==> src/common/enc_defines.svh <==
// encoder width macros: data word, output address, tag and puncture word count

`ifndef ENC_DEFINES_SVH
`define ENC_DEFINES_SVH

// ------------------------------------------------------------
// data path
// ------------------------------------------------------------

// width of one data word on the input and the output
`define ENC_DAT_W 8

// width of the output word address
// one block with its parity has to fit into this range
`define ENC_ADDR_W 8

// ------------------------------------------------------------
// frame context
// ------------------------------------------------------------

// tag carried from isof to every write of the block
`define ENC_TAG_W 2

// leading systematic words removed when puncturing is on
`define ENC_PUNCT_WORDS 2

`endif

==> src/common/enc_ctx_pkg.sv <==
// code context types: puncture mode enum and code identifier

package enc_ctx_pkg;

  // ------------------------------------------------------------
  // puncture mode
  // ------------------------------------------------------------

  // sampled with isof, held for the whole block
  // PUNCT_ON drops the first systematic words of the block
  typedef enum logic {
    PUNCT_OFF = 1'b0,
    PUNCT_ON  = 1'b1
  } punct_mode_t;

  // ------------------------------------------------------------
  // code identifier
  // ------------------------------------------------------------

  // opaque to the encoder itself
  // only latched at start of frame and passed to the write side
  typedef logic [1:0] code_id_t;

endpackage

==> src/common/enc_word_pkg.sv <==
// data word type and parity emission state enum

`include "enc_defines.svh"

package enc_word_pkg;

  // ------------------------------------------------------------
  // data word
  // ------------------------------------------------------------

  // same width for systematic and parity words
  typedef logic [`ENC_DAT_W-1:0] dat_t;

  // ------------------------------------------------------------
  // parity emission
  // ------------------------------------------------------------

  // idle while accumulating, then one state per parity word
  typedef enum logic [1:0] {
    PAR_IDLE = 2'd0,
    PAR_P1   = 2'd1,
    PAR_P2   = 2'd2,
    PAR_P3   = 2'd3
  } par_state_t;

endpackage

==> src/design/enc_muxout.sv <==
// systematic/parity output mux, write address counter and frame-full pulse

`timescale 1ns/1ps

`include "enc_defines.svh"

module enc_muxout (
  input  logic                      iclk,
  input  logic                      ireset,
  input  logic                      iclkena,
  //
  input  logic                      sys_val,
  input  logic                      sys_sof,
  input  logic                      sys_pmask,
  input  enc_word_pkg::dat_t        sys_dat,
  input  enc_ctx_pkg::punct_mode_t  sys_punct,
  input  logic [`ENC_TAG_W-1:0]     sys_tag,
  input  enc_ctx_pkg::code_id_t     sys_code_id,
  //
  input  logic                      p1_val,
  input  enc_word_pkg::dat_t        p1_dat,
  input  logic                      p2_val,
  input  enc_word_pkg::dat_t        p2_dat,
  input  logic                      p3_val,
  input  enc_word_pkg::dat_t        p3_dat,
  input  logic                      p3_eof,
  //
  output logic                      owrite,
  output logic [`ENC_ADDR_W-1:0]    owaddr,
  output enc_word_pkg::dat_t        owdat,
  output logic                      owfull,
  output logic [`ENC_TAG_W-1:0]     owtag,
  output enc_ctx_pkg::code_id_t     ocode_id
);

  // ------------------------------------------------------------
  // mux stage
  // ------------------------------------------------------------

  logic               sys_drop;
  logic               mux_write;
  logic               mux_wstart;
  logic               mux_wfull;
  enc_word_pkg::dat_t mux_wdat;

  // masked word is only removed when the block asks for puncturing
  assign sys_drop   = sys_pmask & (sys_punct == enc_ctx_pkg::PUNCT_ON);
  assign mux_wstart = sys_val & sys_sof;
  assign mux_wfull  = p3_val & p3_eof;
  assign mux_write  = (sys_val & !sys_drop) | p1_val | p2_val | p3_val;

  // parity wins over data, later parity over earlier
  always_comb begin
    mux_wdat = sys_dat;
    if (p3_val) begin
      mux_wdat = p3_dat;
    end else if (p2_val) begin
      mux_wdat = p2_dat;
    end else if (p1_val) begin
      mux_wdat = p1_dat;
    end
  end

  // ------------------------------------------------------------
  // output registers
  // ------------------------------------------------------------

  always_ff @(posedge iclk or posedge ireset) begin
    if (ireset) begin
      owrite <= 1'b0;
      owfull <= 1'b0;
      owaddr <= '0;
    end else if (iclkena) begin
      owrite <= mux_write;
      owfull <= mux_wfull;
      // sof zeroes the address even for a punctured first word,
      // so the first real write still lands at 0
      owaddr <= mux_wstart ? '0 : (owaddr + owrite);
    end
  end

  always_ff @(posedge iclk) begin
    if (iclkena) begin
      owdat <= mux_wdat;
      if (mux_wstart) begin
        owtag    <= sys_tag;
        ocode_id <= sys_code_id;
      end
    end
  end

endmodule

==> src/design/enc_top.sv <==
// encoder top: systematic path, parity path and output mux

`timescale 1ns/1ps

`include "enc_defines.svh"

module enc_top (
  input  logic                      iclk,
  input  logic                      ireset,
  input  logic                      iclkena,
  //
  input  logic                      ival,
  input  logic                      isof,
  input  logic                      ieof,
  input  enc_word_pkg::dat_t        idat,
  input  logic [`ENC_TAG_W-1:0]     itag,
  input  enc_ctx_pkg::punct_mode_t  ipunct,
  input  enc_ctx_pkg::code_id_t     icode_id,
  //
  output logic                      owrite,
  output logic [`ENC_ADDR_W-1:0]    owaddr,
  output enc_word_pkg::dat_t        owdat,
  output logic                      owfull,
  output logic [`ENC_TAG_W-1:0]     owtag,
  output enc_ctx_pkg::code_id_t     ocode_id,
  output logic                      obusy
);

  // ------------------------------------------------------------
  // systematic path
  // ------------------------------------------------------------

  logic                      sys_val;
  logic                      sys_sof;
  logic                      sys_pmask;
  enc_word_pkg::dat_t        sys_dat;
  enc_ctx_pkg::punct_mode_t  sys_punct;
  logic [`ENC_TAG_W-1:0]     sys_tag;
  enc_ctx_pkg::code_id_t     sys_code_id;

  enc_sys_path i_sys_path (
    .iclk        (iclk),
    .ireset      (ireset),
    .iclkena     (iclkena),
    .ival        (ival),
    .isof        (isof),
    .idat        (idat),
    .itag        (itag),
    .ipunct      (ipunct),
    .icode_id    (icode_id),
    .sys_val     (sys_val),
    .sys_sof     (sys_sof),
    .sys_pmask   (sys_pmask),
    .sys_dat     (sys_dat),
    .sys_punct   (sys_punct),
    .sys_tag     (sys_tag),
    .sys_code_id (sys_code_id)
  );

  // ------------------------------------------------------------
  // parity path
  // ------------------------------------------------------------

  logic               p1_val;
  enc_word_pkg::dat_t p1_dat;
  logic               p2_val;
  enc_word_pkg::dat_t p2_dat;
  logic               p3_val;
  enc_word_pkg::dat_t p3_dat;
  logic               p3_eof;

  // fed from the raw input, same as the systematic register
  enc_parity i_parity (
    .iclk    (iclk),
    .ireset  (ireset),
    .iclkena (iclkena),
    .ival    (ival),
    .isof    (isof),
    .ieof    (ieof),
    .idat    (idat),
    .p1_val  (p1_val),
    .p1_dat  (p1_dat),
    .p2_val  (p2_val),
    .p2_dat  (p2_dat),
    .p3_val  (p3_val),
    .p3_dat  (p3_dat),
    .p3_eof  (p3_eof),
    .obusy   (obusy)
  );

  // ------------------------------------------------------------
  // output mux
  // ------------------------------------------------------------

  enc_muxout i_muxout (
    .iclk        (iclk),
    .ireset      (ireset),
    .iclkena     (iclkena),
    .sys_val     (sys_val),
    .sys_sof     (sys_sof),
    .sys_pmask   (sys_pmask),
    .sys_dat     (sys_dat),
    .sys_punct   (sys_punct),
    .sys_tag     (sys_tag),
    .sys_code_id (sys_code_id),
    .p1_val      (p1_val),
    .p1_dat      (p1_dat),
    .p2_val      (p2_val),
    .p2_dat      (p2_dat),
    .p3_val      (p3_val),
    .p3_dat      (p3_dat),
    .p3_eof      (p3_eof),
    .owrite      (owrite),
    .owaddr      (owaddr),
    .owdat       (owdat),
    .owfull      (owfull),
    .owtag       (owtag),
    .ocode_id    (ocode_id)
  );

endmodule

==> src/enc_parity/enc_parity.sv <==
// parity accumulator with three XOR rules and the three-word parity emitter

`timescale 1ns/1ps

`include "enc_defines.svh"

module enc_parity (
  input  logic                iclk,
  input  logic                ireset,
  input  logic                iclkena,
  //
  input  logic                ival,
  input  logic                isof,
  input  logic                ieof,
  input  enc_word_pkg::dat_t  idat,
  //
  output logic                p1_val,
  output enc_word_pkg::dat_t  p1_dat,
  output logic                p2_val,
  output enc_word_pkg::dat_t  p2_dat,
  output logic                p3_val,
  output enc_word_pkg::dat_t  p3_dat,
  output logic                p3_eof,
  //
  output logic                obusy
);

  localparam int ROT_W = $clog2(`ENC_DAT_W);

  // ------------------------------------------------------------
  // declarations
  // ------------------------------------------------------------

  enc_word_pkg::par_state_t   state;

  // eof seen on the input, one cycle late
  // keeps the parity words behind the systematic register stage
  logic                       eof_d;

  // word position inside the block
  logic [`ENC_ADDR_W-1:0]     idx_cnt;
  logic [`ENC_ADDR_W-1:0]     cur_idx;
  logic [ROT_W-1:0]           rot_sh;

  enc_word_pkg::dat_t         acc_p1;
  enc_word_pkg::dat_t         acc_p2;
  enc_word_pkg::dat_t         acc_p3;
  enc_word_pkg::dat_t         dat_rot;

  // rotate a word left by sh bits
  function automatic enc_word_pkg::dat_t rotl(input enc_word_pkg::dat_t w,
                                              input logic [ROT_W-1:0] sh);
    // shift by full width gives zero, so sh == 0 passes w unchanged
    return (w << sh) | (w >> (`ENC_DAT_W - sh));
  endfunction

  // ------------------------------------------------------------
  // word index and rotation
  // ------------------------------------------------------------

  // first word of a block is index 0 whatever the counter holds
  assign cur_idx = isof ? '0 : idx_cnt;
  assign rot_sh  = ROT_W'(cur_idx % `ENC_DAT_W);
  assign dat_rot = rotl(idat, rot_sh);

  always_ff @(posedge iclk or posedge ireset) begin
    if (ireset) begin
      idx_cnt <= '0;
    end else if (iclkena) begin
      if (ival) begin
        idx_cnt <= cur_idx + 1'b1;
      end
    end
  end

  // ------------------------------------------------------------
  // accumulators
  // ------------------------------------------------------------

  // p1 xor of all words
  // p2 xor of words rotated by index
  // p3 xor of even index words
  always_ff @(posedge iclk) begin
    if (iclkena) begin
      if (ival && isof) begin
        acc_p1 <= idat;
        acc_p2 <= dat_rot;
        acc_p3 <= idat;
      end else if (ival) begin
        acc_p1 <= acc_p1 ^ idat;
        acc_p2 <= acc_p2 ^ dat_rot;
        if (!cur_idx[0]) begin
          acc_p3 <= acc_p3 ^ idat;
        end
      end else if (state == enc_word_pkg::PAR_P3) begin
        // last parity word is out, start clean
        acc_p1 <= '0;
        acc_p2 <= '0;
        acc_p3 <= '0;
      end
    end
  end

  // ------------------------------------------------------------
  // emission fsm
  // ------------------------------------------------------------

  always_ff @(posedge iclk or posedge ireset) begin
    if (ireset) begin
      eof_d <= 1'b0;
      state <= enc_word_pkg::PAR_IDLE;
    end else if (iclkena) begin
      eof_d <= ival & ieof;
      case (state)
        enc_word_pkg::PAR_IDLE : if (eof_d) state <= enc_word_pkg::PAR_P1;
        enc_word_pkg::PAR_P1   : state <= enc_word_pkg::PAR_P2;
        enc_word_pkg::PAR_P2   : state <= enc_word_pkg::PAR_P3;
        default                : state <= enc_word_pkg::PAR_IDLE;
      endcase
    end
  end

  // one word per state, valid follows the state
  assign p1_val = (state == enc_word_pkg::PAR_P1);
  assign p2_val = (state == enc_word_pkg::PAR_P2);
  assign p3_val = (state == enc_word_pkg::PAR_P3);
  assign p3_eof = p3_val;

  assign p1_dat = acc_p1;
  assign p2_dat = acc_p2;
  assign p3_dat = acc_p3;

  // three cycles after eof, source may start the next block
  // while p3 is still on its way out
  assign obusy = eof_d | p1_val | p2_val;

endmodule

==> src/enc_sys/enc_sys_path.sv <==
// systematic word register stage with puncture mask and frame context latch

`timescale 1ns/1ps

`include "enc_defines.svh"

module enc_sys_path (
  input  logic                      iclk,
  input  logic                      ireset,
  input  logic                      iclkena,
  //
  input  logic                      ival,
  input  logic                      isof,
  input  enc_word_pkg::dat_t        idat,
  input  logic [`ENC_TAG_W-1:0]     itag,
  input  enc_ctx_pkg::punct_mode_t  ipunct,
  input  enc_ctx_pkg::code_id_t     icode_id,
  //
  output logic                      sys_val,
  output logic                      sys_sof,
  output logic                      sys_pmask,
  output enc_word_pkg::dat_t        sys_dat,
  output enc_ctx_pkg::punct_mode_t  sys_punct,
  output logic [`ENC_TAG_W-1:0]     sys_tag,
  output enc_ctx_pkg::code_id_t     sys_code_id
);

  // ------------------------------------------------------------
  // word count for the puncture mask
  // ------------------------------------------------------------

  logic [`ENC_ADDR_W-1:0] word_cnt;
  logic [`ENC_ADDR_W-1:0] cur_idx;
  logic                   in_mask;

  assign cur_idx = isof ? '0 : word_cnt;
  assign in_mask = (cur_idx < `ENC_PUNCT_WORDS);

  // ------------------------------------------------------------
  // control registers
  // ------------------------------------------------------------

  always_ff @(posedge iclk or posedge ireset) begin
    if (ireset) begin
      word_cnt  <= '0;
      sys_val   <= 1'b0;
      sys_sof   <= 1'b0;
      sys_pmask <= 1'b0;
      sys_punct <= enc_ctx_pkg::PUNCT_OFF;
    end else if (iclkena) begin
      sys_val   <= ival;
      sys_sof   <= ival & isof;
      sys_pmask <= ival & in_mask;
      // count stops once past the mask, no wrap back into it
      if (ival && in_mask) begin
        word_cnt <= cur_idx + 1'b1;
      end
      if (ival && isof) begin
        sys_punct <= ipunct;
      end
    end
  end

  // ------------------------------------------------------------
  // data and context
  // ------------------------------------------------------------

  always_ff @(posedge iclk) begin
    if (iclkena) begin
      sys_dat <= idat;
      // held until next start of frame
      if (ival && isof) begin
        sys_tag     <= itag;
        sys_code_id <= icode_id;
      end
    end
  end

endmodule

==> config.mk <==
export PLATFORM = sky130hd
export DESIGN_NAME = enc_top
export DESIGN_NICKNAME = d
export VERILOG_FILES = /design/src/common/enc_ctx_pkg.sv /design/src/common/enc_word_pkg.sv /design/src/design/enc_muxout.sv /design/src/design/enc_top.sv /design/src/enc_parity/enc_parity.sv /design/src/enc_sys/enc_sys_path.sv
export VERILOG_INCLUDE_DIRS = /design/src /design/src/common
export SDC_FILE = /design/constraint.sdc
export NUM_CORES = 1
export LEC_CHECK = 0
export CAP_MARGIN = 30
export CORE_MARGIN = 2
export CORE_UTILIZATION = 40
export DETAILED_ROUTE_END_ITERATION = 7
export DONT_BUFFER_PORTS = 1
export GPL_TIMING_DRIVEN = 0
export MAX_ROUTING_LAYER = met4
export PLACE_DENSITY = 0.61
export SYNTH_ARGS = -nofsm -noshare
export SYNTH_HDL_FRONTEND = slang
export SYNTH_SLANG_ARGS = --single-unit
export TNS_END_PERCENT = 10
==> constraint.sdc <==
create_clock -name iclk -period 2 [get_ports iclk]
set_input_delay 0.2 -clock iclk [delete_from_list [all_inputs] [get_ports iclk]]
set_output_delay 0.2 -clock iclk [all_outputs]
set_load 0.02 [all_outputs]
==> results of run 1 <==
## state kept, by name (all words and copies together), names as in the netlist, 3 cells and up
signal / flops
i_muxout.owaddr: 8
i_muxout.owdat: 8
i_parity.idx_cnt: 3
i_parity.p1_dat: 8
i_parity.p2_dat: 8
i_parity.p3_dat: 8
i_sys_path.sys_dat: 8
i_sys_path.word_cnt: 8
## power by group through the flow
stage	clock, µW	sequential [µW]	combinational (µW)
4_1_cts	1070	2400	1690
3_3_place_gp	0	2420	1560
2_1_floorplan	0	2360	1240
3_5_place_dp	0	2430	1610
6_report	1040	2400	1720
5_1_grt	1120	2440	1900
## final timing paths
check,to,slack (ps),cells after the start
max,obusy,70,4
min,i_parity.state[0],100,3
max reg2reg,i_parity.p2_dat[2],90,8
min reg2reg,i_muxout.ocode_id[1],410,0
max in group asynchronous,i_parity.state[0],1250,3
min in group asynchronous,i_sys_path.word_cnt[5],290,2
## logic make-up after synthesis
logic type / after synthesis / share of synthesized area [%]
simple gates: 142 / 17.04
flops: 76 / 51.26
buf+inv: 43 / 5.239
fa+ha+maj: 8 / 2.395
mux: 24 / 6.377
xor+xnor: 21 / 4.401
compound gates: 89 / 13.29
## metal layers
metal / part of all wire (%) / up-vias
met5: 0 / -
met4: 1.7 / 0
met3: 4.9 / 18
met2: 48 / 91
met1: 45 / 1582
li1: - / 1491
## cell type report
| class | count | area, µm² | area share, % |
|---|---|---|---|
| inverters | 11 | 41.29 | 0.8673 |
| multi-input cells | 284 | 1862 | 39.11 |
| well taps | 136 | 170.2 | 3.574 |
| clock buffers | 14 | 152.6 | 3.206 |
| plain buffers | 29 | 180.2 | 3.784 |
| clock inverters | 2 | 11.26 | 0.2365 |
| flip-flops and latches | 76 | 2143 | 45.02 |
| repair buffers | 19 | 200.2 | 4.205 |
## cell usage after synthesis (all sizes together) (5+ instances only)
master	n	area [µm²]
xnor2	16	140.1
o21ai	25	125.1
nor2	41	153.9
nand2	25	93.84
and2	5	31.28
ha	8	100.1
clkbuf	17	71.31
inv	11	41.29
mux2	8	93.84
a21oi	28	143.9
or3	5	31.28
a31oi	5	31.28
dfrtp	28	700.7
nand3	10	50.05
edfxtp	48	1441
buf	15	106.4
xor2	5	43.79
nor3	6	30.03
nor2b	31	193.9
mux2i	15	150.1
## worst register-to-register path: stages, from the launching register on
cell      delay [ps]
dfrtp_1          390
buf_6            150
buf_8            140
and2_1           150
a222oi_1         300
buf_4            190
nand2_1           60
mux2i_1          120
o21a_1           170
## stage by stage
stage / utilization [%] / std cells / setup WS, ps
floorplan: - / 403 / 50.56
global placement: 42.51 / 539 / -649.1
detailed placement: 42.85 / 541 / -565.8
CTS: 46.30 / 571 / -21.59
global route: 46.53 / 571 / -23.86
finish: 46.53 / 571 / 66.41
## timing repair
item / in CTS / in global routing
buffers inserted: 1 / 0
resized for setup: 8 / 9
endpoints found under the setup margin: 36 / 33
endpoints found under the hold margin: 39 / 0
hold buffers: 16 / 0
pin swaps: 1 / 1
==> key figures, run 1 <==
Outcome
  • Outcome: finished, final reports clean

GRT
  • Global-route wire length before repair: 16.73 mm
  • Met3 global-route usage: 3.863%
  • Total GRT Usage: 19.94%
  • Vias in the first global route: 3078
  • Busiest grt layer: met2
  • Met2 usage in global routing: 30.95%
  • Largest net degree at the start of global routing: 20
  • Antenna violations before repair: 0
  • GR Overflow Total: 0
  • Global-route met1 utilization: 26.19%

Floorplanning
  • Starting Density: 40.85%
  • Boundary Pins: 42
  • Core area: 10230 µm²
  • Num rows: 37
  • Die W: 106.2 µm
  • Die area: 11280 µm²
  • Die Ht: 106.2 µm

Yosys
  • Ys async rst share: 36.84%
  • Yosys reg bits: 76
  • Post-synth top flop: edfxtp_1
  • Cell area after synthesis: 4179 µm²
  • Syn_nets: 430
  • EDFF count, synth: 48
  • Mean Syn Cell Area: 10.37 µm²
  • Number of synthesis warnings: 0
  • Synth unique cells: 55
  • Synth Instances: 403
  • Register area share after synthesis: 51.26%

Clock network
  • Clock Latency Late Sink: 360 ps
  • CTS tree: done
  • Reg clk slew, reported paths: 70 ps
  • H-tree Lvls: 3
  • Total CTS buffers: 9
  • Root buf cell: clkbuf_8
  • Max clock buf depth: 2
  • Clock sink count: 76

Power
  • VDD IR-drop max: 0.3922 mV
  • Pwr dens: 1085 nW/µm²
  • Pleak: 0.001787 µW
  • Switching Fraction: 37.30%
  • Tot Pwr: 5164 µW
  • Clk pwr share: 20.2%
  • Reg power frac: 46.5%
  • P_int: 3238 µW
  • Combinational Power Share: 33.3%
  • Psw: 1926 µW

Detailed routing
  • DRT iter0 DRCs: 247
  • Drt first pass iters: 5
  • Average wire per standard cell: 18.23 µm
  • Routed via count: 3182
  • DRC viols: 0
  • Vias/cell: 5.573
  • DRT antenna net count: 0
  • Final wirelength: 10.41 mm

Hold path
  • Worst hold path type: input pin to flop
  • Hold wc startpoint: iclkena

Placement
  • Placed cell area: 4384 µm²
  • Final HPWL DP: 6.972 mm
  • I/O Buffers: 0
  • Final Wtd Congestion: 0.9094

Finish
  • Commonest non-fill, non-tap cells in the layout: edfxtp_1 (48), nor2_1 (40), nor2b_1 (30), a21oi_1 (27), dfrtp_1 (27)
  • Diode count: 0
  • Final Instance Area: 4761 µm²
  • Commonest non-fill, non-tap cell in the layout: edfxtp_1
  • Area grow syn2layout: 13.92%
  • # fillers: 938
  • Share of cells above drive strength 1: 12.18%
  • # nets final: 457

Run
  • Max Cap Viol: 0

STA
  • Clk_skew: 8.713 ps
  • Final min period: 1934 ps
  • Max transition margin: 47.10%
  • RSZ-0062 raised after global routing: true
  • Slew @ Worst Pin: 790.8 ps
  • Final Hold Vio Count: 0
  • Peak Freq: 517.2 MHz
  • Final Cycle Share: 96.68%
  • Hold Worst Slack: 103.4 ps
  • Fin. max-slew vios: 0
  • Final setup TNS: 0 ps
  • Final setup viols: 0

Critical path
  • Worst Setup SP: i_parity.state[0]
  • CP endpoint kind: output pin
  • Crit-path slowest cell: dfrtp_2
  • Slowest stage delay, CP: 440 ps
  • Crit-path leading delay family: flip-flops
  • Arrival time at the worst endpoint: 1730 ps
  • CP required: 1800 ps
  • Reg2reg start: i_parity.idx_cnt[0]
  • Buf+Inv Stages, Crit Path: 2
  • Crit path kind: flop to output pin
  • Worst Path Max Fanout: 10
  • Critical Path, Cell by Cell: inv_1 -> ha_2 -> buf_2 -> or3_4
  • Crit path launch type: flop
Note: power is estimated with default switching activity, not from simulation.
==> inputs of run 2 (changes only) <==
--- a/config.mk
+++ b/config.mk
@@ -13,7 +13,6 @@
 export DONT_BUFFER_PORTS = 1
 export GPL_TIMING_DRIVEN = 0
 export MAX_ROUTING_LAYER = met4
-export PLACE_DENSITY = 0.61
 export SYNTH_ARGS = -nofsm -noshare
 export SYNTH_HDL_FRONTEND = slang
 export SYNTH_SLANG_ARGS = --single-unit
==> key figures, run 2 (synthesis results as in run 1) <==
STA
  • Final Cycle Share: 97.19% (was 96.68%)
  • Fin. max-slew vios: 0 (unchanged)
  • Setup ws final: 56.22 ps (was 66.41 ps)
  • Final setup viols: 0 (unchanged)
  • Final setup TNS: 0 ps (unchanged)
  • Max transition margin: 48.29% (was 47.10%)
  • Final min period: 1944 ps (was 1934 ps)
  • Final Hold Vio Count: 0 (unchanged)
  • RSZ-0062 raised after global routing: true (unchanged)
  • Clk_skew: 6.078 ps (was 8.713 ps)
  • Slew @ Worst Pin: 773.0 ps (was 790.8 ps)
  • Hold Worst Slack: 86.10 ps (was 103.4 ps)
  • Peak Freq: 514.5 MHz (was 517.2 MHz)

Finish
  • Diode count: 0 (unchanged)
  • Share of cells above drive strength 1: 12.64% (was 12.18%)
  • Reg area: 2143 µm² (unchanged)
  • Commonest non-fill, non-tap cell in the layout: edfxtp_1 (unchanged)
  • Area grow syn2layout: 14.28% (was 13.92%)
  • Final Instance Area: 4776 µm² (was 4761 µm²)
  • Area of the multi-input gates: 1849 µm² (was 1862 µm²)
  • Commonest non-fill, non-tap cells in the layout: edfxtp_1 (48), nor2_1 (40), nor2b_1 (30), a21oi_1 (27), dfrtp_1 (27) (unchanged)
  • # nets final: 457 (unchanged)
  • # fillers: 955 (was 938)

Critical path
  • Crit path launch type: flop (unchanged)
  • Slowest stage delay, CP: 390 ps (was 440 ps)
  • CP required: 2120 ps (was 1800 ps)
  • CP endpoint kind: flop (was output pin)
  • Crit path kind: flop to flop (was flop to output pin)
  • Crit-path slowest cell: dfrtp_1 (was dfrtp_2)
  • Buf+Inv Stages, Crit Path: 3 (was 2)
  • Crit-path leading delay family: compound AO/OA/AOI/OAI gates (was flip-flops)
  • Arrival time at the worst endpoint: 2070 ps (was 1730 ps)
  • Worst Path Max Fanout: 10 (unchanged)
  • Critical Path, Cell by Cell: buf_6 -> buf_6 -> and2_1 -> a222oi_1 -> buf_4 -> nand2_1 -> mux2i_1 -> o21a_1 (was inv_1 -> ha_2 -> buf_2 -> or3_4)
  • Cell repeated most along the worst path: buf_6

Detailed routing
  • Routed via count: 3164 (was 3182)
  • DRT antenna net count: 0 (unchanged)
  • Drt first pass iters: 5 (unchanged)
  • Average wire per standard cell: 17.79 µm (was 18.23 µm)
  • Vias/cell: 5.541 (was 5.573)
  • DRC viols: 0 (unchanged)
  • Final wirelength: 10.16 mm (was 10.41 mm)
  • DRT iter0 DRCs: 241 (was 247)

Clock network
  • H-tree Lvls: 3 (unchanged)
  • Clock sink count: 76 (unchanged)
  • Root buf cell: clkbuf_8 (unchanged)
  • Total CTS buffers: 9 (unchanged)
  • Max clock buf depth: 2 (unchanged)
  • CTS tree: done (unchanged)
  • Clock Latency Late Sink: 360 ps (about the same)
  • Reg clk slew, reported paths: 80 ps (was 70 ps)

Floorplanning
  • Die W: 106.2 µm (unchanged)
  • Core area: 10230 µm² (unchanged)
  • Die Ht: 106.2 µm (unchanged)
  • Boundary Pins: 42 (unchanged)
  • Starting Density: 40.85% (unchanged)
  • Num rows: 37 (unchanged)
  • Die area: 11280 µm² (unchanged)

Power
  • VDD IR-drop max: 0.4105 mV (was 0.3922 mV)
  • Combinational Power Share: 32.5% (was 33.3%)
  • Pwr dens: 1101 nW/µm² (was 1085 nW/µm²)
  • Pleak: 0.001794 µW (was 0.001787 µW)
  • Psw: 1954 µW (was 1926 µW)
  • Clk pwr share: 21.9% (was 20.2%)
  • Reg power frac: 45.7% (was 46.5%)
  • P_int: 3302 µW (was 3238 µW)
  • Switching Fraction: 37.18% (was 37.30%)

Run
  • Max Cap Viol: 0 (unchanged)

GRT
  • Total GRT Usage: 19.50% (was 19.94%)
  • Vias in the first global route: 3101 (was 3078)
  • GR Overflow Total: 0 (unchanged)
  • Largest net degree at the start of global routing: 20 (unchanged)
  • Global-route wire length before repair: 16.46 mm (was 16.73 mm)
  • Antenna violations before repair: 0 (unchanged)

Hold path
  • Worst hold path type: input pin to flop (unchanged)

Placement
  • Final Wtd Congestion: 0.8803 (was 0.9094)
  • Placed cell area: 4384 µm² (unchanged)
  • DP Worst Slack: -256.8 ps (was -565.8 ps)
  • Final HPWL DP: 6.930 mm (was 6.972 mm)
  • I/O Buffers: 0 (unchanged)

Outcome
  • Outcome: finished, final reports clean (unchanged)
## run 2: cell count changes in the layout (fill, tap and decap cells not counted), sizes merged
cell	previous run	this run
clkinvlp	0	2
clkbuf	29	26
clkinv	1	2
## run 2: cell type report
| type | count | area share, % |
|---|---|---|
| Timing Repair Buffer | 19 | 4.192 |
| Buffer | 29 | 3.694 |
| Clock buffer | 11 | 3.406 |
| Clock inverter | 5 | 0.6812 |
| Tap cell | 136 | 3.563 |
| Sequential cell | 76 | 44.88 |
| Multi-Input combinational cell | 284 | 38.72 |
| Inverter | 11 | 0.8646 |
## run 2: worst paths after layout
kind	start	to	slack, ps	depth (start not counted)
setup / recovery	i_parity.idx_cnt[0]	i_parity.p2_dat[2]	60	8
max in group asynchronous	ireset	i_parity.state[0]	1250	3
min in group asynchronous	ireset	i_sys_path.word_cnt[7]	290	2
hold / removal	iclkena	i_parity.state[0]	90	3
setup reg to reg	i_parity.idx_cnt[0]	i_parity.p2_dat[2]	60	8
hold reg to reg	i_sys_path.sys_code_id[1]	i_muxout.ocode_id[1]	420	0
## run 2: metrics by stage
stage	util [%]	power, µW	cells
after floorplan	-	3604	403
after global placement	42.51	3977	539
after detailed placement	42.85	4034	541
after CTS	46.40	5229	570
after global routing	46.68	5551	571
final	46.68	5256	571
## run 2: layer usage
metal	GRT usage, %	share of wire, %	wire length, µm	vias to the layer above
met2	30.08	47	4736	95
li1	-	-	-	1499
met1	25.63	47	4739	1554
met3	4.169	4.9	494	16
met5	-	0	0	-
met4	6.673	1.8	187	0
## run 2: tightest hold or removal path: stages
cell     delay [ps]
o21ai_0          90
nand2_1          70
o31ai_1          60
## run 2: repair_timing
action / CTS / global route
setup buffers: 0 / 1
pin swaps: 0 / 2
hold buffers: 16 / 0
gates resized for setup: 6 / 8
endpoints found under the hold margin: 39 / 0
setup endpoints to repair: 35 / 21
## run 2: power by group through the flow
| stage | clock network, µW | logic, µW | registers, µW |
|---|---|---|---|
| floorplan | 0 | 1240 | 2360 |
| global placement | 0 | 1560 | 2420 |
| detailed placement | 0 | 1600 | 2440 |
| CTS | 1170 | 1660 | 2400 |
| global route | 1220 | 1880 | 2440 |
| finish | 1150 | 1710 | 2400 |
